## config.mk

```make
export PLATFORM = sky130hd
export DESIGN_NAME = idct_step_counter_flat
export DESIGN_NICKNAME = d
export VERILOG_FILES = /design/src/idct_pkg.sv /design/src/idct_buf_if.sv /design/src/idct_step_counter.sv /design/src/flat_wrapper.sv
export SDC_FILE = /design/constraint.sdc
export NUM_CORES = 1
export LEC_CHECK = 0
export ABC_AREA = 1
export BUFFER_PORTS_ARGS = -buffer_cell sky130_fd_sc_hd__buf_2
export CAP_MARGIN = 10
export CORE_UTILIZATION = 30
export CTS_CLUSTER_SIZE = 12
export DETAILED_ROUTE_END_ITERATION = 6
export GPL_TIMING_DRIVEN = 0
export PLACE_DENSITY_LB_ADDON = 0.1
export SYNTH_ARGS = -nofsm -noshare
export SYNTH_HDL_FRONTEND = slang
export SYNTH_SLANG_ARGS = --single-unit
```

## constraint.sdc

```tcl
create_clock -name Clock_50 -period 1.3 [get_ports Clock_50]
set_input_delay 0.13 -clock Clock_50 [delete_from_list [all_inputs] [get_ports Clock_50]]
set_output_delay 0.13 -clock Clock_50 [all_outputs]
set_load 0.02 [all_outputs]
```

## src/idct_pkg.sv

```systemverilog
/*
  Shared widths, types, state encodings and the fixed-point IDCT coefficient table.
  Imported by every RTL block of the 8x8 inverse DCT engine and by its testbench.
*/
package idct_pkg;

	// Block geometry
	localparam int BLOCK_N = 8;
	localparam int BLOCK_WORDS = 64;

	// Default per-pass scaling, 4096 x 4096 total gain
	localparam int ROW_SHIFT_DEF = 8;
	localparam int COL_SHIFT_DEF = 16;

	typedef logic signed [15:0] coef_t;
	typedef logic signed [31:0] prod_t;
	typedef logic [7:0] pixel_t;
	typedef logic [2:0] idx_t;
	typedef logic [5:0] addr_t;

	typedef enum logic {
		PASS_ROW,
		PASS_COL
	} pass_t;

	typedef enum logic [1:0] {
		ST_LOAD,
		ST_PASS1,
		ST_DRAIN,
		ST_PASS2
	} ctrl_state_t;

	// C[k][n] = c(k) * cos((2n+1)k*pi/16) * 4096
	localparam coef_t IDCT_C [BLOCK_N][BLOCK_N] = '{
		'{1448, 1448, 1448, 1448, 1448, 1448, 1448, 1448},
		'{2009, 1703, 1138, 400, -400, -1138, -1703, -2009},
		'{1892, 784, -784, -1892, -1892, -784, 784, 1892},
		'{1703, -400, -2009, -1138, 1138, 2009, 400, -1703},
		'{1448, -1448, -1448, 1448, 1448, -1448, -1448, 1448},
		'{1138, -2009, 400, 1703, -1703, -400, 2009, -1138},
		'{784, -1892, 1892, -784, -784, 1892, -1892, 784},
		'{400, -1138, 1703, -2009, 2009, -1703, 1138, -400}
	};

endpackage

```

## src/idct_buf_if.sv

```systemverilog
/*
  Read and write bundle of the block buffer.
  The step counter issues read indices, the MAC consumes the quad and writes T back.
*/
`timescale 1ns/1ps

interface idct_buf_if import idct_pkg::*; ();

	// Read request and registered four-word result
	pass_t rd_pass;
	idx_t rd_row;
	idx_t rd_col;
	logic rd_half;
	prod_t [3:0] rd_quad;

	// T write-back from the first pass
	logic wr_en;
	idx_t wr_row;
	idx_t wr_col;
	prod_t wr_data;

	modport store (
		input rd_pass, rd_row, rd_col, rd_half,
		input wr_en, wr_row, wr_col, wr_data,
		output rd_quad
	);

	modport reader (
		output rd_pass, rd_row, rd_col, rd_half
	);

	modport arith (
		input rd_pass, rd_row, rd_col, rd_half, rd_quad,
		output wr_en, wr_row, wr_col, wr_data
	);

endinterface

```

## src/idct_step_counter.sv

```systemverilog
/*
  Index walker for the IDCT phases.
  Steps (row, col) while loading and (row, col, half) in both passes, times the drain.
*/
`timescale 1ns/1ps

module idct_step_counter import idct_pkg::*; (
	input logic Clock_50,
	input logic resetn,
	input ctrl_state_t phase,
	input logic advance,
	idct_buf_if.reader buf_if,
	output idx_t load_row,
	output idx_t load_col,
	output logic phase_done
);

	localparam int DRAIN_CYCLES = 3;
	localparam idx_t LAST_IDX = idx_t'(BLOCK_N - 1);

	idx_t row;
	idx_t col;
	logic half;
	logic stopped;
	logic [1:0] drain_cnt;
	logic last_idx;
	logic walking;

	assign last_idx = (row == LAST_IDX) && (col == LAST_IDX);

	// Second pass parks after its last index until the block is drained
	assign walking = (phase == ST_PASS1) || ((phase == ST_PASS2) && !stopped);

	always_comb begin
		case (phase)
			ST_LOAD: phase_done = advance && last_idx;
			ST_DRAIN: phase_done = (drain_cnt == 2'(DRAIN_CYCLES - 1));
			default: phase_done = advance && walking && last_idx && half;
		endcase
	end

	always_ff @(posedge Clock_50 or negedge resetn) begin
		if (!resetn) begin
			row <= '0;
			col <= '0;
			half <= 1'b0;
			stopped <= 1'b0;
			drain_cnt <= '0;
		end else begin
			if (phase == ST_DRAIN)
				drain_cnt <= drain_cnt + 2'd1;
			else
				drain_cnt <= '0;

			if (phase != ST_PASS2)
				stopped <= 1'b0;
			else if (phase_done)
				stopped <= 1'b1;

			if (advance) begin
				if (phase == ST_LOAD) begin
					col <= col + 3'd1;
					if (col == LAST_IDX)
						row <= row + 3'd1;
				end else if (walking) begin
					// Two halves per entry, columns inner, all indices wrap to zero
					half <= !half;
					if (half) begin
						col <= col + 3'd1;
						if (col == LAST_IDX)
							row <= row + 3'd1;
					end
				end
			end
		end
	end

	assign buf_if.rd_pass = (phase == ST_PASS2) ? PASS_COL : PASS_ROW;
	assign buf_if.rd_row = row;
	assign buf_if.rd_col = col;
	assign buf_if.rd_half = half;

	assign load_row = row;
	assign load_col = col;

	a_done_single: assert property (
		@(posedge Clock_50) disable iff (!resetn)
		phase_done |=> !phase_done
	) else $error("phase_done high on two consecutive cycles");

endmodule

```

## src/flat_wrapper.sv

```systemverilog
// flat-port wrapper written by rule: the top's interface ports become plain ports
module idct_step_counter_flat import idct_pkg::*;
  (Clock_50, resetn, phase, advance, load_row, load_col, phase_done, buf_if_rd_pass, buf_if_rd_row, buf_if_rd_col, buf_if_rd_half);
  idct_buf_if buf_if_i ();
  input logic Clock_50;
  input logic resetn;
  input ctrl_state_t phase;
  input logic advance;
  output idx_t load_row;
  output idx_t load_col;
  output logic phase_done;
  output wire logic [$bits(buf_if_i.rd_pass)-1:0] buf_if_rd_pass;
  output wire logic [$bits(buf_if_i.rd_row)-1:0] buf_if_rd_row;
  output wire logic [$bits(buf_if_i.rd_col)-1:0] buf_if_rd_col;
  output wire logic [$bits(buf_if_i.rd_half)-1:0] buf_if_rd_half;
  assign buf_if_rd_pass = buf_if_i.rd_pass;
  assign buf_if_rd_row = buf_if_i.rd_row;
  assign buf_if_rd_col = buf_if_i.rd_col;
  assign buf_if_rd_half = buf_if_i.rd_half;
  idct_step_counter u_core (.Clock_50(Clock_50), .resetn(resetn), .phase(phase), .advance(advance), .buf_if(buf_if_i), .load_row(load_row), .load_col(load_col), .phase_done(phase_done));
endmodule
```

==> impl_metrics.ini <==
[worst_hold_path]
hold_class = in2reg

[place]
dpl.hpwl_um = 705
placedInstanceArea_sq_um = 687
port-buffer-count = 19
place_congestion = 0.717

[timing]
fmax_mhz = 659
rsz0062_at_grt = true
hold-worst-slack_ps = 178
drv_slew = 0
fin_skew_ps = 5.70
min_period_ps = 1520
fin_ws_ps = -217
slew_headroom_pct = 84.5
setup_violations = 1
worst_slew_pin_slew_ps = 232
fin_setup_tns_ps = -217
finalHoldViolCount = 0
fin_crit_sh_pct = 117

[clock_network]
clk_pin_slew_ps = 70
clockBufferDepth = 2
cts_buffers = 3
root_buffer = clkbuf_4
cts_sinks = 10
cts_tree = yes
ctsHtreeMaxLevel = 1
clock_latency_ps = 260

[route]
wire_per_inst_um = 8.07
vias = 440
ant_nets = 0
totalWireLength_um = 920
first_iter_violations = 3
dr.pass1.iters = 2
drc = 0
via_per_inst = 3.86

[critical_path]
critical_path.endpoint_type = output pin
critPathKind = reg2out
crit_arrival_ps = 1390
cp-start-kind = flop
cp_max_fo = 2
worstPathRequired_ps = 1170

[pwr]
power.leakage_nw = 0.436
p_per_area_mw_per_mm2 = 1800
peakVddDrop_uv = 801

[logic_synthesis]
yosysSeqAreaShare_pct = 44.9
ys_ff_latch = 10
synth_top_cell_area_share_pct = 44.9
syn_area_per_cell_sq_um = 8.98
yosysWarnings = 0
synth_area_sq_um = 557
synth_nets = 72
yosys.area.top_type = dfrtp_1
yosys-top-cells-area = dfrtp_1 (45%), ha_1 (11%), nand2_1 (9.4%), buf_4 (8.1%), inv_1 (6.7%)
synth_cell_types = 13
syn_inst = 62

[cells_and_area]
diodes = 0
nNetsFinal = 100
design_area_sq_um = 795
fillers = 194
syn_to_final_growth_pct = 42.7
drive_gt1_share_pct = 49.4

[global_route]
grt_pass1_wl_um = 1510
grt_pass1_vias = 355
overflow = 0
antenna_found_initial = 0
grtUsageTotal_pct = 10.9
grt_max_degree = 11

[flow_run]
cap_violations = 0

[floorplanning]
start_util_pct = 32.2
fp.dieArea_sq_mm = 0.00203
io_pins = 20
die_w_um = 45.1
fp-row-count = 15
die_y_um = 45.1
core_area_sq_mm = 0.00173

[run_status]
status = finished with violations
violations = negative setup slack
## critical path: stages (launching register included)
cell and delay (ps):
dfrtp_2 430, ha_4 170, ha_4 150, nand2_2 50, nor2_1 40, nand3_1 90
nand2_1 70, buf_6 130
## synthesized netlist by cell type
master   number
o21ai_1       2
inv_2         1
inv_1        10
dfrtp_1      10
o21ai_2       2
nand3_1       4
ha_1          5
buf_4         6
nor2_1        3
xnor2_1       2
nand3_2       2
nand2_1      14
xor2_1        1
## final timing paths
check                                                to  slack (ps)               startpoint  cells past startpoint
worst max-delay path                         phase_done        -220  u_core.buf_if.rd_col[0]                      7
worst min-delay path                u_core.drain_cnt[1]         180                 phase[1]                      3
worst max register to register           u_core.stopped         100  u_core.buf_if.rd_col[0]                      8
worst min register to register      u_core.drain_cnt[0]         420      u_core.drain_cnt[0]                      1
max in group asynchronous       u_core.buf_if.rd_col[1]         840                   resetn                      2
min in group asynchronous       u_core.buf_if.rd_row[0]         250                   resetn                      2
## through the flow
stage	utilization, %	cells	power (mW)	setup WS, ps
after floorplan	-	62	0.924	12.0
after global placement	39.8	106	1.10	-43.5
after detailed placement	39.8	106	1.11	-45.6
after CTS	45.3	114	1.45	-253
after global routing	46.0	114	1.54	-294
final	46.0	114	1.43	-217
## cell usage in the layout (no fill, tap or decap)
cell	n
buf_2	18
buf_4	9
buf_6	1
clkbuf_1	1
clkbuf_4	3
dfrtp_1	7
dfrtp_2	3
dlygate4sd3_1	1
ha_1	1
ha_2	1
ha_4	3
inv_1	10
inv_2	1
nand2_1	13
nand2_2	1
nand3_1	4
nand3_2	2
nor2_1	3
o21ai_1	2
o21ai_2	2
xnor2_1	2
xor2_1	1
## metal layers
layer / GRT usage, % / part of all wire (%)
met1: 12.8 / 45
met2: 16.8 / 48
met3: 6.00 / 6.5
met4: 3.64 / 0
met5: 0 / 0
## logic make-up after synthesis
logic type               synth area share, %
adder cells (fa/ha/maj)                 11.2
flip-flops                              44.9
XOR/XNOR                                4.72
AO/OA/AOI/OAI                           4.94
AND/OR/NAND/NOR                         18.7
buffers and inverters                   15.5
## what timing repair did
| action | in CTS | in global routing |
|---|---|---|
| gates resized for setup | 8 | 2 |
| endpoints found under the setup margin | 2 | 1 |
| endpoints found under the hold margin | 10 | 0 |
| pin swaps | 5 | 3 |
| hold buffers | 1 | 0 |
| buffers inserted | 3 | 0 |
## power breakdown
group | switching [mW] | leakage [nW] | internal, mW | total [mW]
Combinational | 0.392 | 0.295 | 0.332 | 0.724
Clock | 0.103 | 0.0150 | 0.118 | 0.222
Sequential | 0.0786 | 0.126 | 0.402 | 0.480
Total | 0.574 | 0.436 | 0.852 | 1.43
## sequential cells by signal, indices dropped and copies added, names as in the netlist
signal,cells
u_core.buf_if.rd_col,3
u_core.buf_if.rd_half,1
u_core.buf_if.rd_row,3
u_core.drain_cnt,2
u_core.stopped,1
## final cells by class
cell class	count	area [sq um]	area share [%]
inverters	11	41.3	5.20
plain buffers	6	45.0	5.67
flip-flops and latches	10	254	32.0
multi-input cells	35	263	33.1
well taps	25	31.3	3.94
clock buffers	4	26.3	3.31
repair buffers	23	134	16.9
(Power assumes the default switching activity.)
