<file path="src/idct_pkg.sv">
/*
  Shared widths, types, state encodings and the fixed-point IDCT coefficient table.
  Imported by every RTL block of the 8x8 inverse DCT engine and by its testbench.
*/
package idct_pkg;

	// Block geometry
	localparam int BLOCK_N = 8;
	localparam int BLOCK_WORDS = 64;

	// Default per-pass scaling, 4096 x 4096 total gain
	localparam int ROW_SHIFT_DEF = 8;
	localparam int COL_SHIFT_DEF = 16;

	typedef logic signed [15:0] coef_t;
	typedef logic signed [31:0] prod_t;
	typedef logic [7:0] pixel_t;
	typedef logic [2:0] idx_t;
	typedef logic [5:0] addr_t;

	typedef enum logic {
		PASS_ROW,
		PASS_COL
	} pass_t;

	typedef enum logic [1:0] {
		ST_LOAD,
		ST_PASS1,
		ST_DRAIN,
		ST_PASS2
	} ctrl_state_t;

	// C[k][n] = c(k) * cos((2n+1)k*pi/16) * 4096
	localparam coef_t IDCT_C [BLOCK_N][BLOCK_N] = '{
		'{1448, 1448, 1448, 1448, 1448, 1448, 1448, 1448},
		'{2009, 1703, 1138, 400, -400, -1138, -1703, -2009},
		'{1892, 784, -784, -1892, -1892, -784, 784, 1892},
		'{1703, -400, -2009, -1138, 1138, 2009, 400, -1703},
		'{1448, -1448, -1448, 1448, 1448, -1448, -1448, 1448},
		'{1138, -2009, 400, 1703, -1703, -400, 2009, -1138},
		'{784, -1892, 1892, -784, -784, 1892, -1892, 784},
		'{400, -1138, 1703, -2009, 2009, -1703, 1138, -400}
	};

endpackage

</file>
<file path="src/idct_buf_if.sv">
/*
  Read and write bundle of the block buffer.
  The step counter issues read indices, the MAC consumes the quad and writes T back.
*/
`timescale 1ns/1ps

interface idct_buf_if import idct_pkg::*; ();

	// Read request and registered four-word result
	pass_t rd_pass;
	idx_t rd_row;
	idx_t rd_col;
	logic rd_half;
	prod_t [3:0] rd_quad;

	// T write-back from the first pass
	logic wr_en;
	idx_t wr_row;
	idx_t wr_col;
	prod_t wr_data;

	modport store (
		input rd_pass, rd_row, rd_col, rd_half,
		input wr_en, wr_row, wr_col, wr_data,
		output rd_quad
	);

	modport reader (
		output rd_pass, rd_row, rd_col, rd_half
	);

	modport arith (
		input rd_pass, rd_row, rd_col, rd_half, rd_quad,
		output wr_en, wr_row, wr_col, wr_data
	);

endinterface

</file>
<file path="src/idct_mac.sv">
/*
  Four-multiplier MAC shared by both IDCT passes.
  Sums two half quads per entry, scales per pass, writes T or emits a clipped pixel.
*/
`timescale 1ns/1ps

module idct_mac import idct_pkg::*; #(
	parameter int ROW_SHIFT = ROW_SHIFT_DEF,
	parameter int COL_SHIFT = COL_SHIFT_DEF
) (
	input logic Clock_50,
	input logic resetn,
	input logic advance,
	idct_buf_if.arith buf_if,
	output logic res_valid,
	output pixel_t out_data
);

	// Request fields delayed to line up with the registered quad
	pass_t q_pass;
	logic q_half;
	idx_t q_row;
	idx_t q_col;

	prod_t acc;
	prod_t [3:0] prod;
	prod_t quad_sum;
	prod_t total;
	prod_t shifted;
	pixel_t clipped;
	idx_t c_sel;

	// C[4h+j][col] for T = S'C, C[4h+j][row] for S = C'T
	assign c_sel = (q_pass == PASS_ROW) ? q_col : q_row;

	always_comb begin
		for (int j = 0; j < 4; j++)
			prod[j] = buf_if.rd_quad[j] * prod_t'(IDCT_C[{q_half, 2'(j)}][c_sel]);
	end

	assign quad_sum = prod[0] + prod[1] + prod[2] + prod[3];

	// acc holds the half 0 sum when half 1 is on the multipliers
	assign total = acc + quad_sum;
	assign shifted = total >>> ((q_pass == PASS_ROW) ? ROW_SHIFT : COL_SHIFT);

	always_comb begin
		if (shifted < 0)
			clipped = '0;
		else if (shifted > 255)
			clipped = 8'd255;
		else
			clipped = shifted[7:0];
	end

	always_ff @(posedge Clock_50 or negedge resetn) begin
		if (!resetn) begin
			q_pass <= PASS_ROW;
			q_half <= 1'b0;
			buf_if.wr_en <= 1'b0;
			res_valid <= 1'b0;
		end else if (advance) begin
			q_pass <= buf_if.rd_pass;
			q_half <= buf_if.rd_half;
			buf_if.wr_en <= q_half && (q_pass == PASS_ROW);
			res_valid <= q_half && (q_pass == PASS_COL);
		end
	end

	always_ff @(posedge Clock_50) begin
		if (advance) begin
			q_row <= buf_if.rd_row;
			q_col <= buf_if.rd_col;
			acc <= quad_sum;
			buf_if.wr_row <= q_row;
			buf_if.wr_col <= q_col;
			buf_if.wr_data <= shifted;
			// Pixel stays put until the next one is finished
			if (q_half && (q_pass == PASS_COL))
				out_data <= clipped;
		end
	end

endmodule

</file>
<file path="src/flat_wrapper.sv">
// flat-port wrapper written by rule: the top's interface ports become plain ports
module idct_mac_flat import idct_pkg::*;
#(
	parameter int ROW_SHIFT = ROW_SHIFT_DEF,
	parameter int COL_SHIFT = COL_SHIFT_DEF
)
  (Clock_50, resetn, advance, res_valid, out_data, buf_if_rd_pass, buf_if_rd_row, buf_if_rd_col, buf_if_rd_half, buf_if_rd_quad, buf_if_wr_en, buf_if_wr_row, buf_if_wr_col, buf_if_wr_data);
  idct_buf_if buf_if_i ();
  input logic Clock_50;
  input logic resetn;
  input logic advance;
  output logic res_valid;
  output pixel_t out_data;
  input wire logic [$bits(buf_if_i.rd_pass)-1:0] buf_if_rd_pass;
  input wire logic [$bits(buf_if_i.rd_row)-1:0] buf_if_rd_row;
  input wire logic [$bits(buf_if_i.rd_col)-1:0] buf_if_rd_col;
  input wire logic [$bits(buf_if_i.rd_half)-1:0] buf_if_rd_half;
  input wire logic [$bits(buf_if_i.rd_quad)-1:0] buf_if_rd_quad;
  output wire logic [$bits(buf_if_i.wr_en)-1:0] buf_if_wr_en;
  output wire logic [$bits(buf_if_i.wr_row)-1:0] buf_if_wr_row;
  output wire logic [$bits(buf_if_i.wr_col)-1:0] buf_if_wr_col;
  output wire logic [$bits(buf_if_i.wr_data)-1:0] buf_if_wr_data;
  assign buf_if_i.rd_pass = buf_if_rd_pass;
  assign buf_if_i.rd_row = buf_if_rd_row;
  assign buf_if_i.rd_col = buf_if_rd_col;
  assign buf_if_i.rd_half = buf_if_rd_half;
  assign buf_if_i.rd_quad = buf_if_rd_quad;
  assign buf_if_wr_en = buf_if_i.wr_en;
  assign buf_if_wr_row = buf_if_i.wr_row;
  assign buf_if_wr_col = buf_if_i.wr_col;
  assign buf_if_wr_data = buf_if_i.wr_data;
  idct_mac #(.ROW_SHIFT(ROW_SHIFT), .COL_SHIFT(COL_SHIFT)) u_core (.Clock_50(Clock_50), .resetn(resetn), .advance(advance), .buf_if(buf_if_i), .res_valid(res_valid), .out_data(out_data));
endmodule
</file>
<file path="config.mk">
export PLATFORM = sky130hd
export DESIGN_NAME = idct_mac_flat
export DESIGN_NICKNAME = d
export VERILOG_FILES = /design/src/idct_pkg.sv /design/src/idct_buf_if.sv /design/src/idct_mac.sv /design/src/flat_wrapper.sv
export SDC_FILE = /design/constraint.sdc
export NUM_CORES = 2
export LEC_CHECK = 0
export BUFFER_PORTS_ARGS = -buffer_cell sky130_fd_sc_hd__buf_2
export CAP_MARGIN = 20
export CORE_UTILIZATION = 45
export CTS_CLUSTER_DIAMETER = 30
export CTS_CLUSTER_SIZE = 20
export DETAILED_ROUTE_END_ITERATION = 6
export PLACE_DENSITY = 0.61
export SYNTH_ARGS = -nofsm -noshare
export SYNTH_HDL_FRONTEND = slang
export SYNTH_SLANG_ARGS = --single-unit
</file>
<file path="constraint.sdc">
create_clock -name Clock_50 -period 11.29 [get_ports Clock_50]
set_clock_uncertainty 0.1 [all_clocks]
set_input_delay 2.258 -clock Clock_50 [delete_from_list [all_inputs] [get_ports Clock_50]]
set_output_delay 2.258 -clock Clock_50 [all_outputs]
set_load 0.02 [all_outputs]
</file>
==> metrics <==
DRC=0; Pins Over Slew Limit=0; Horiz. Die Dim=318 µm; Root Driver=clkbuf_16; Worst Path Max Fanout=9; syn_nets=6210; Hold Path Depth=1; hold path startpoint=u_core.res_valid$_DFFE_PN0P_; outcome=finished with violations; final antenna-violating net count=0; Initial DRT Pass Iterations=7; remaining global-route overflow=0; TritonCTS buffer count=9; num rows=115; post-DR vias/cell=4.83; Synth Instances=4532; Mapped Area=44900 µm²; final WL=124000 µm; Worst Hold Class=flip-flop to flip-flop; height of the chip=318 µm; CP max stage cell=fa_1; Worst Hold End=u_core.res_valid$_DFFE_PN0P_; Max Cap Viol=0; largest net degree at the start of global routing=50; Routed wire per std cell=19.0 µm; Yosys top cell area share=55.3%; Hold Worst Slack=0.378 ns; Reg-to-Reg End=u_core.buf_if.wr_data[16]$_DFFE_PP_; RSZ-0062 raised after global routing=yes; crit path launch=buf_if_rd_quad[39]; area leader, netlist=fa_1; total global-route track usage=25.7%; ys flop type=edfxtp_1; first-pass GRT wire length=197000 µm; Tightest Pin Transition=0.689 ns; clock transition at the registers of the reported paths=0.06 ns; reg2reg path depth=44; fraction of layout cells with a size suffix above 1=20.7%; CP Capture Type=flip-flop; Hold Vio Cnt, Final=0; final net count=between 6000 and 7000; Yosys cell types=69; top-count cell post-synth=inv_1; Post-synth top cells=inv_1, fa_1, nand2_1; Crit path largest cell delay=roughly 0.62 ns; Core Util, Final=54.4%; IO Port Bufs=roughly 180; EDFF count, synth=83; failing checks=setup timing; DR vias=approximately 32000; core area=98600 µm²; Setup CP Type=input port to flip-flop; endpoints failing setup=26; drt initial violations=~1600; Worst Path Required=between 10 and 15 ns; maximum clock path buffer count=2; CTS tree=yes; Area contributors post-synth=fa_1, inv_1, ha_1; syn avg cell area=between 9 and 10 µm²; Clock Sinks=87; worst setup margin=-0.352 ns; Area Overhead vs Synth=19.6%; initial antenna violation count=12; Post-synth ARST share=4.60%; Seq cells post-synth=87; Clock Latency Late Sink=between 0.3 and 0.4 ns; CP startpoint kind=input port; Setup WS pre-CTS=-1.01 ns; register area share after synthesis=5.78%; worst path arrival time=11.66 ns; Worst R2R Start=u_core.q_pass$_DFFE_PN0P_; Top cell by count, worst path=fa_1; Slew HR=53.8%; maximum clock frequency=85.9 MHz; H-tree Lvls=3; HPWL after DPL=about 120000 µm; IO Count=~190; CTS Hold Bufs=0; vias in the first global route=34600; minimum clock period=11.64 ns; full die area=101000 µm²; GP Congestion=0.933; Syn. warnings=0; Reg2Reg Setup Slack=-0.28 ns; Initial Utilization=45.5%; period utilization=103%
==> state kept, by name (all words and copies together) (netlist names) <==
| register | flops |
|---|---|
| u_core.buf_if.wr_col | 3 |
| u_core.q_col | 3 |
| u_core.buf_if.wr_row | 3 |
| u_core.buf_if.wr_data | 31 |
| u_core.q_row | 3 |
| u_core.out_data | 8 |
| u_core.acc | 32 |
| u_core.res_valid | 1 |
| u_core.buf_if.wr_en | 1 |
| u_core.q_half | 1 |
| u_core.q_pass | 1 |
==> how the worst max path moves through the flow <==
stage / endpoint / cells past startpoint
2_1_floorplan: u_core.buf_if.wr_data[22]$_DFFE_PP_ / 40
3_3_place_gp: u_core.out_data[1]$_SDFFCE_PP0P_ / 35
3_5_place_dp: u_core.out_data[3]$_SDFFCE_PP0P_ / 38
4_1_cts: u_core.buf_if.wr_data[16]$_DFFE_PP_ / 42
5_1_grt: u_core.buf_if.wr_data[15]$_DFFE_PP_ / 38
6_report: u_core.buf_if.wr_data[16]$_DFFE_PP_ / 38
==> cells by family after synthesis <==
group	Yosys count	share of synthesized area, %
fa+ha+maj	1539	63.7
buf+inv	1474	12.5
simple gates	1048	11.0
compound gates	191	2.80
xor+xnor	167	3.56
flops	87	5.78
mux	26	0.750
==> layer usage <==
metal  wire length, µm  share of wire [%]  GRT usage, %
met1             51800                 42          33.9
met2             62000                 50          44.4
met3              7140                5.8          4.15
met4              3060                2.5          6.02
met5                98              0.079             0
==> metrics by stage <==
step	instances	cell area (µm²)	TNS, ns
after global routing	6537	53600	-15.65
after floorplan	4532	45200	-2.29
after global placement	6490	52300	-24.81
after CTS	6530	53400	-5.20
final	6540	53600	-8.05
after detailed placement	6490	52300	-26.55
==> layout by cell type, fill, tap and decap left out, drive strengths merged, types with 11 or more instances in the layout <==
cell,instances
nor2b,18
o21a,12
fa,1240
o21ai,46
o211ai,11
nand2b,20
a21oi,49
nor2,80
a31oi,13
a21o,16
ha,299
buf,846
nand2,570
nor3,17
mux2i,20
inv,1324
clkbuf,13
nand3,14
xor2,23
and2,308
xnor2,139
edfxtp,83
==> final cells by class <==
| type | count | area [µm²] |
|---|---|---|
| Fill cell | 8808 | 44900 |
| Multi-Input combinational cell | 2971 | 37500 |
| Timing Repair Buffer | 849 | 6590 |
| Inverter | 1326 | 4990 |
| Sequential cell | 87 | 2590 |
| Tap cell | 1287 | 1610 |
| Clock buffer | 10 | 239 |
| Clock inverter | 6 | 115 |
| Antenna cell | 4 | 10.0 |
==> critical path, delay by kind of cell <==
family / cells / cell delay [ns]
AND/OR/NAND/NOR: 4 / 0.38
XOR/XNOR: 3 / 0.56
adder cells (fa/ha/maj): 12 / 5.48
buffers and inverters: 5 / 0.62
AO/OA/AOI/OAI: 14 / 2.37
==> what timing repair did <==
item	in CTS	in global routing
setup endpoints to repair	29	36
cloned	1	0
buffers inserted	26	6
pin swaps	67	26
gates resized for setup	169	37
Power is left out: the tool's default activity adds up to more than one toggle a clock period on the data nets, which glitch-free logic cannot reach.
