$ cat config.mk
export PLATFORM = sky130hd
export DESIGN_NAME = idct_ctrl
export DESIGN_NICKNAME = d
export VERILOG_FILES = /design/src/idct_pkg.sv /design/src/idct_ctrl.sv
export SDC_FILE = /design/constraint.sdc
export NUM_CORES = 1
export LEC_CHECK = 0
export CORE_AREA = 4 4 41 43
export CTS_CLUSTER_DIAMETER = 30
export DETAILED_ROUTE_END_ITERATION = 12
export DIE_AREA = 0 0 45 47
export DONT_BUFFER_PORTS = 1
export GPL_ROUTABILITY_DRIVEN = 0
export MAX_ROUTING_LAYER = met4
export PLACE_DENSITY = 0.3
export REMOVE_ABC_BUFFERS = 1
export SETUP_SLACK_MARGIN = 0.05
export SLEW_MARGIN = 20
export SYNTH_ARGS = -nofsm -noshare
export SYNTH_HDL_FRONTEND = slang
export SYNTH_SLANG_ARGS = --single-unit
$ cat constraint.sdc
create_clock -name Clock_50 -period 3.2 [get_ports Clock_50]
set_input_delay 0.48 -clock Clock_50 [delete_from_list [all_inputs] [get_ports Clock_50]]
set_output_delay 0.48 -clock Clock_50 [all_outputs]
set_load 0.05 [all_outputs]
$ cat src/idct_pkg.sv
/*
  Shared widths, types, state encodings and the fixed-point IDCT coefficient table.
  Imported by every RTL block of the 8x8 inverse DCT engine and by its testbench.
*/
package idct_pkg;

	// Block geometry
	localparam int BLOCK_N = 8;
	localparam int BLOCK_WORDS = 64;

	// Default per-pass scaling, 4096 x 4096 total gain
	localparam int ROW_SHIFT_DEF = 8;
	localparam int COL_SHIFT_DEF = 16;

	typedef logic signed [15:0] coef_t;
	typedef logic signed [31:0] prod_t;
	typedef logic [7:0] pixel_t;
	typedef logic [2:0] idx_t;
	typedef logic [5:0] addr_t;

	typedef enum logic {
		PASS_ROW,
		PASS_COL
	} pass_t;

	typedef enum logic [1:0] {
		ST_LOAD,
		ST_PASS1,
		ST_DRAIN,
		ST_PASS2
	} ctrl_state_t;

	// C[k][n] = c(k) * cos((2n+1)k*pi/16) * 4096
	localparam coef_t IDCT_C [BLOCK_N][BLOCK_N] = '{
		'{1448, 1448, 1448, 1448, 1448, 1448, 1448, 1448},
		'{2009, 1703, 1138, 400, -400, -1138, -1703, -2009},
		'{1892, 784, -784, -1892, -1892, -784, 784, 1892},
		'{1703, -400, -2009, -1138, 1138, 2009, 400, -1703},
		'{1448, -1448, -1448, 1448, 1448, -1448, -1448, 1448},
		'{1138, -2009, 400, 1703, -1703, -400, 2009, -1138},
		'{784, -1892, 1892, -784, -784, 1892, -1892, 784},
		'{400, -1138, 1703, -2009, 2009, -1703, 1138, -400}
	};

endpackage

$ cat src/idct_ctrl.sv
/*
  Phase FSM of the IDCT engine.
  Owns the input and output handshakes and freezes the pipeline under back-pressure.
*/
`timescale 1ns/1ps

module idct_ctrl import idct_pkg::*; (
	input logic Clock_50,
	input logic resetn,
	input logic in_valid,
	output logic in_ready,
	input logic out_ready,
	output logic out_valid,
	input logic res_valid,
	input logic phase_done,
	output ctrl_state_t phase,
	output logic advance
);

	ctrl_state_t state;
	logic last_issued;

	assign phase = state;
	assign in_ready = (state == ST_LOAD);

	// Results only count as pixels in the second pass
	assign out_valid = (state == ST_PASS2) && res_valid;

	always_comb begin
		case (state)
			ST_LOAD: advance = in_valid;
			ST_PASS2: advance = !(out_valid && !out_ready);
			default: advance = 1'b1;
		endcase
	end

	always_ff @(posedge Clock_50 or negedge resetn) begin
		if (!resetn) begin
			state <= ST_LOAD;
			last_issued <= 1'b0;
		end else begin
			case (state)
				ST_LOAD: begin
					if (phase_done)
						state <= ST_PASS1;
				end
				ST_PASS1: begin
					if (phase_done)
						state <= ST_DRAIN;
				end
				ST_DRAIN: begin
					if (phase_done)
						state <= ST_PASS2;
				end
				ST_PASS2: begin
					// Once the last index is out, the next accepted pixel ends the block
					if (phase_done)
						last_issued <= 1'b1;
					if (last_issued && out_valid && out_ready) begin
						last_issued <= 1'b0;
						state <= ST_LOAD;
					end
				end
				default: state <= ST_LOAD;
			endcase
		end
	end

	// A stalled pixel must stay offered until taken
	a_out_valid_hold: assert property (
		@(posedge Clock_50) disable iff (!resetn)
		(out_valid && !out_ready) |=> out_valid
	) else $error("out_valid dropped while out_ready was low");

endmodule

==> results of run 1 <==
## cells in the final DEF, fill, tap and decap left out, drive strengths merged, types with 2 or more instances in the layout
cell type / instances
ha: 4
clkbuf: 4
a21oi: 3
dfrtp: 3
inv: 2
nand2b: 2
## stage by stage
step,cell area [sq um],hold slack [ps],std cells
2_1_floorplan,244,184,24
5_1_grt,307,348,45
6_report,307,353,45
3_5_place_dp,270,185,40
4_1_cts,307,344,45
3_3_place_gp,270,185,40
## per-layer routing
metal | track usage (%) | up-vias | part of all wire [%]
li1 | - | 101 | -
met1 | 7.32 | 87 | 44
met2 | 7.34 | 8 | 47
met3 | 3.07 | 0 | 8.9
met4 | 5.26 | 0 | 0
met5 | - | - | 0
## logic make-up after synthesis
family                     share of synthesized area [%]
buffers and inverters                               3.08
adders and majority gates                           20.5
muxes                                               4.62
AOI/OAI and AO/OA                                   25.6
DFF                                                 30.8
and+or+nand+nor                                     15.4
## worst register-to-register path, stage by stage, from the launching register on
cell and delay (ps):
dfrtp_1 690, inv_1 150, ha_1 450, nor3_2 280, a2bb2oi_2 150, mux2_1 330
## worst paths after layout
kind | endpoint | cells past startpoint
max | advance | 3
min | last_issued$_DFFE_PN0P_ | 1
max reg2reg | phase[1]$_DFFE_PN0P_ | 5
min reg2reg | last_issued$_DFFE_PN0P_ | 1
max in group asynchronous | phase[0]$_DFFE_PN0P_ | 1
min in group asynchronous | last_issued$_DFFE_PN0P_ | 1
## sequential cells by signal, summed over array words and instances, names as in the netlist
register	cells
phase	2
last_issued	1
## area by class of cell
cell class,instances,area (sq um),share of cell area [%]
clock buffers,4,26.3,8.57
inverters,2,7.51,2.45
multi-input cells,19,161,52.7
flip-flops and latches,3,75.1,24.5
well taps,15,18.8,6.12
repair buffers,2,17.5,5.71
==> summary.txt, run 1 <==
Worst setup path
  – Buf/Inv on CP: 1
  – Worst EP required: 2720 ps
  – R2R Setup Slk: 1030 ps
  – CP top delay family: flip-flops
  – Crit path arrival time: 2130 ps
  – Worst path cell trace: inv_1 > ha_1 > a221o_2
  – CP max-delay cell: dfrtp_1
  – Max incr delay on CP: 690 ps
  – CP startpoint kind: register
  – Worst r2r src: phase[1]$_DFFE_PN0P_
  – CP Class: register to output port
  – Setup crit end kind: output port
  – Max Fanout on Critical Path: 5
  – CP startpoint: phase[1]$_DFFE_PN0P_

Detailed routing
  – Antenna viol nets, final: 0
  – Vias: 196
  – DR WL/cell: 12.0 microns
  – Via/cell ratio: 4.36
  – Post-Route WL: 540 microns
  – Drt drc: 0
  – Drt initial violations: 6
  – First-pass iteration count of the detailed router: 4

Timing
  – Setup_tns: 0 ps
  – Crit path time final: 2610 ps
  – RSZ-0062 raised after global routing: false
  – Max Slew Vio Count: 0
  – Setup Viol. Count Final: 0
  – Fmax achieved: 0.384 GHz
  – Period utilization: 81.5%
  – Final worst slack: 593 ps
  – Worst Clk Skew: 2.63 ps
  – Actual slew at the worst max-slew pin: 629 ps
  – Final Hold Violating Endpoints: 0
  – Slew Limit Headroom: 58.1%

Global route
  – Vias in the first global route: 190
  – GRT Overall Usage: 6.13%
  – GRT overflow: 0
  – First-pass GRT wire length: 841 microns
  – Largest net degree at the start of global routing: 7
  – Initial antenna violation count: 0

Synth
  – Share of the synthesized area in the top cell type: 30.8%
  – Syn_area_per_cell: 10.2 sq um
  – Synth area leaders: dfrtp_1 (31%), ha_1 (21%), a21oi_1 (6.2%)
  – Synth unique cells: 15
  – Top-count cell post-synth: ha_1
  – Mapped Area: 244 sq um
  – Share of flip-flops with an asynchronous set or reset: 100%
  – Main synth FF type: dfrtp_1
  – Cells after synthesis: 24
  – Post-synth top area cell: dfrtp_1
  – Sequential fraction of the synthesis area: 30.8%
  – Yosys reg bits: 3
  – Post-synth EDFFs: 0
  – Synth warn: 0
  – Post-synth top cells: ha_1 (4), a21oi_1 (3), dfrtp_1 (3)

Run status
  – Status: finished clean

Clocking
  – Setup Buffers After CTS: 0
  – Clk_lat worst skew: 230 ps
  – Clock Tree Buf Depth: 2
  – CTS clk-pin slew, worst paths: 40 ps
  – Clock sinks: 3
  – CTS tree: done
  – # hold bufs at CTS: 1
  – H-tree depth: 1
  – Root Buffer: clkbuf_4
  – Post-CTS Resized: 0
  – CTS Buf Count: 3

Floorplan
  – Die W: 45 microns
  – Die Y: 47 microns
  – CORE AREA: 1300 sq um
  – IO Count: 11
  – Initial core utilization: 18.8%
  – Die footprint: 2120 sq um
  – Cell Rows: 13

Layout
  – Nets@finish: 41
  – Core Util, Final: 23.6%
  – N_diodes: 0
  – Layout area overhead: 25.6%
  – # fillers: 151
  – Layout cell share with drive strength beyond 1: 23.3%

Placement
  – IO Port Bufs: 0
  – DPL Wire Length: 457 microns
  – DP Worst Slack: 800 ps

Job
  – Max-cap violations: 0

Min path
  – HP Class: input port to register
  – Hold path start: out_ready
Power of run 1 is left out: the tool's default activity adds up to more than one toggle a clock period on the data nets, which glitch-free logic cannot reach.
==> inputs of run 2 (changes only) <==
--- a/config.mk
+++ b/config.mk
@@ -5,6 +5,7 @@
 export SDC_FILE = /design/constraint.sdc
 export NUM_CORES = 1
 export LEC_CHECK = 0
+export ABC_AREA = 1
 export CORE_AREA = 4 4 41 43
 export CTS_CLUSTER_DIAMETER = 30
 export DETAILED_ROUTE_END_ITERATION = 12
@@ -12,7 +13,7 @@
 export DONT_BUFFER_PORTS = 1
 export GPL_ROUTABILITY_DRIVEN = 0
 export MAX_ROUTING_LAYER = met4
-export PLACE_DENSITY = 0.3
+export PLACE_DENSITY = 0.31
 export REMOVE_ABC_BUFFERS = 1
 export SETUP_SLACK_MARGIN = 0.05
 export SLEW_MARGIN = 20
==> constraint.sdc (replaced) <==
create_clock -name Clock_50 -period 2.45 [get_ports Clock_50]
set_input_delay 0.3675 -clock Clock_50 [delete_from_list [all_inputs] [get_ports Clock_50]]
set_output_delay 0.3675 -clock Clock_50 [all_outputs]
set_load 0.05 [all_outputs]
==> summary.txt, run 2 <==
Global route
  – Met3 Usage GRT: 6.90%
  – First-pass GRT wire length: 917 microns
  – GRT Overall Usage: 6.70%
  – GR met2 Demand/Resource: 7.63%
  – Met1 Track Usage GR: 7.78%
  – Vias in the first global route: 203
  – Global route hottest layer: met1
  – Largest net degree at the start of global routing: 6
  – Initial antenna violation count: 0
  – GRT overflow: 0

Layout
  – Nets@finish: 52
  – Most common cell after layout, fill and taps aside: nand2_1
  – FF+latch area: 75.1 sq um
  – Area of the multi-input gates: 148 sq um
  – Most frequent cells in the layout: nand2_1 (7), inv_1 (6), ha_1 (4), buf_4 (4)
  – Layout cell share with drive strength beyond 1: 31.7%
  – Largest register FFs: 2
  – N_diodes: 0
  – # fillers: 145
  – Layout area overhead: 34.2%

Worst setup path
  – CP Class: register to output port
  – R2R Setup Slk: 1050 ps
  – Worst path cell trace: buf_4 > inv_1 > ha_1 > a21oi_1 > nand2_1 > buf_4
  – Setup crit end kind: output port
  – Most common cell on crit path: buf_4
  – Worst R2R End: phase[0]$_DFFE_PN0P_
  – CP startpoint kind: register
  – Max Fanout on Critical Path: 5
  – Max incr delay on CP: 310 ps
  – Worst EP required: 2080 ps
  – CP top delay family: buffers and inverters
  – Worst r2r src: phase[1]$_DFFE_PN0P_
  – FF-to-FF path depth: 9
  – Crit path arrival time: 1520 ps
  – Buf/Inv on CP: 3
  – CP max-delay cell: dfrtp_1

Clocking
  – CTS tree: done
  – CTS clk-pin slew, worst paths: 40 ps
  – Setup Buffers After CTS: 0
  – Clock Tree Buf Depth: 2
  – Post-CTS Resized: 0
  – Clock sinks: 3
  – Clk_lat worst skew: 230 ps
  – H-tree depth: 1
  – Root Buffer: clkbuf_4
  – CTS Buf Count: 3

Timing
  – Crit path time final: 1890 ps
  – Fmax achieved: 0.530 GHz
  – Period utilization: 77.0%
  – Slew Limit Headroom: 72.1%
  – Hold Slack: 338 ps
  – Final Hold Violating Endpoints: 0
  – Actual slew at the worst max-slew pin: 418 ps
  – Setup Viol. Count Final: 0
  – Max Slew Vio Count: 0
  – RSZ-0062 raised after global routing: false
  – Setup_tns: 0 ps
  – Worst Clk Skew: 3.23 ps

Run status
  – Status: finished clean

Synth
  – Yosys reg bits: 3
  – Synth warn: 0
  – Main synth FF type: dfrtp_1
  – Synth area leaders: dfrtp_1 (30%), ha_1 (20%), nand2_1 (11%)
  – Cells after synthesis: 32
  – Post-synth EDFFs: 0
  – Share of the synthesized area in the top cell type: 30.2%
  – Synth unique cells: 11
  – Post-synth top area cell: dfrtp_1
  – Mapped Area: 249 sq um
  – Syn_area_per_cell: 7.78 sq um
  – Post-synth top cells: nand2_1 (7), inv_1 (6), ha_1 (4)
  – Top-count cell post-synth: nand2_1
  – Sequential fraction of the synthesis area: 30.2%
  – Share of flip-flops with an asynchronous set or reset: 100%

Min path
  – Hold path start: phase_done
  – HP Class: input port to register
  – Min-Delay Path Depth: 2
  – Worst Hold End: last_issued$_DFFE_PN0P_

Detailed routing
  – First-pass iteration count of the detailed router: 4
  – Post-Route WL: 517 microns
  – Drt initial violations: 4
  – Via/cell ratio: 3.82
  – Antenna viol nets, final: 0
  – DR WL/cell: 9.23 microns
  – Drt drc: 0
  – Vias: 214

Floorplan
  – Die footprint: 2120 sq um
  – Die Y: 47 microns
  – Die W: 45 microns
  – CORE AREA: 1300 sq um
  – Cell Rows: 13
  – IO Count: 11
  – Initial core utilization: 19.1%

Job
  – Max-cap violations: 0

Placement
  – DPL Wire Length: 445 microns
  – IO Port Bufs: 0
## run 2: cell count changes after synthesis, sizes merged, moves of 2 or more
| cell | delta |
|---|---|
| a21oi | -2 |
| nand2b | -2 |
| o21ai | +3 |
| inv | +5 |
| nand2 | +10 |
## run 2: layout make-up
cell class	count	area share, %
repair buffers	5	12.0
well taps	15	5.62
multi-input cells	22	44.2
flip-flops and latches	3	22.5
clock buffers	4	7.87
inverters	7	7.87
## run 2: worst max-delay path by stage
stage / endpoint / depth (start not counted) / slack, ps / startpoint
2_1_floorplan: advance / 4 / 340 / phase[0]$_DFFE_PN0P_
3_3_place_gp: advance / 6 / 810 / phase[1]$_DFFE_PN0P_
3_5_place_dp: advance / 6 / 790 / phase[1]$_DFFE_PN0P_
4_1_cts: advance / 6 / 540 / phase[1]$_DFFE_PN0P_
5_1_grt: advance / 6 / 470 / phase[1]$_DFFE_PN0P_
6_report: advance / 6 / 560 / phase[1]$_DFFE_PN0P_
## run 2: per-layer routing
metal  wire [microns]  up-vias
met2              214       11
met4                0        0
li1                 -      116
met1              234       87
met3               68        0
met5                0        -
## run 2: repair_timing
item | 4_1_cts | 5_1_grt
hold buffers | 1 | 0
setup endpoints to repair | 0 | 0
hold endpoints to repair | 3 | 0
## run 2: cells by family (layout without fill, tap and decap cells)
group	Yosys count	after routing	share of synthesized area [%]
adders and majority gates	4	4	20.1
DFF	3	3	30.1
and+or+nand+nor	13	13	24.6
AOI/OAI and AO/OA	5	5	14.6
buffers and inverters	7	16	10.6
## run 2: worst register-to-register path, delay by kind of cell (launching register included)
| kind | cells | cell delay (ps) |
|---|---|---|
| adder cells (fa/ha/maj) | 1 | 220 |
| buffers and inverters | 2 | 320 |
| flip-flops | 1 | 310 |
| AND/OR/NAND/NOR | 6 | 460 |
## run 2: metrics by stage
step           area (sq um)  utilization (%)  std cells  worst slack, ps
6_report                334             25.7         56              563
2_1_floorplan           249                -         32              345
3_5_place_dp            298             22.9         51              791
5_1_grt                 334             25.7         56              468
3_3_place_gp            298             22.9         51              808
4_1_cts                 334             25.7         56              538
Power of run 2 is left out for the same reason.
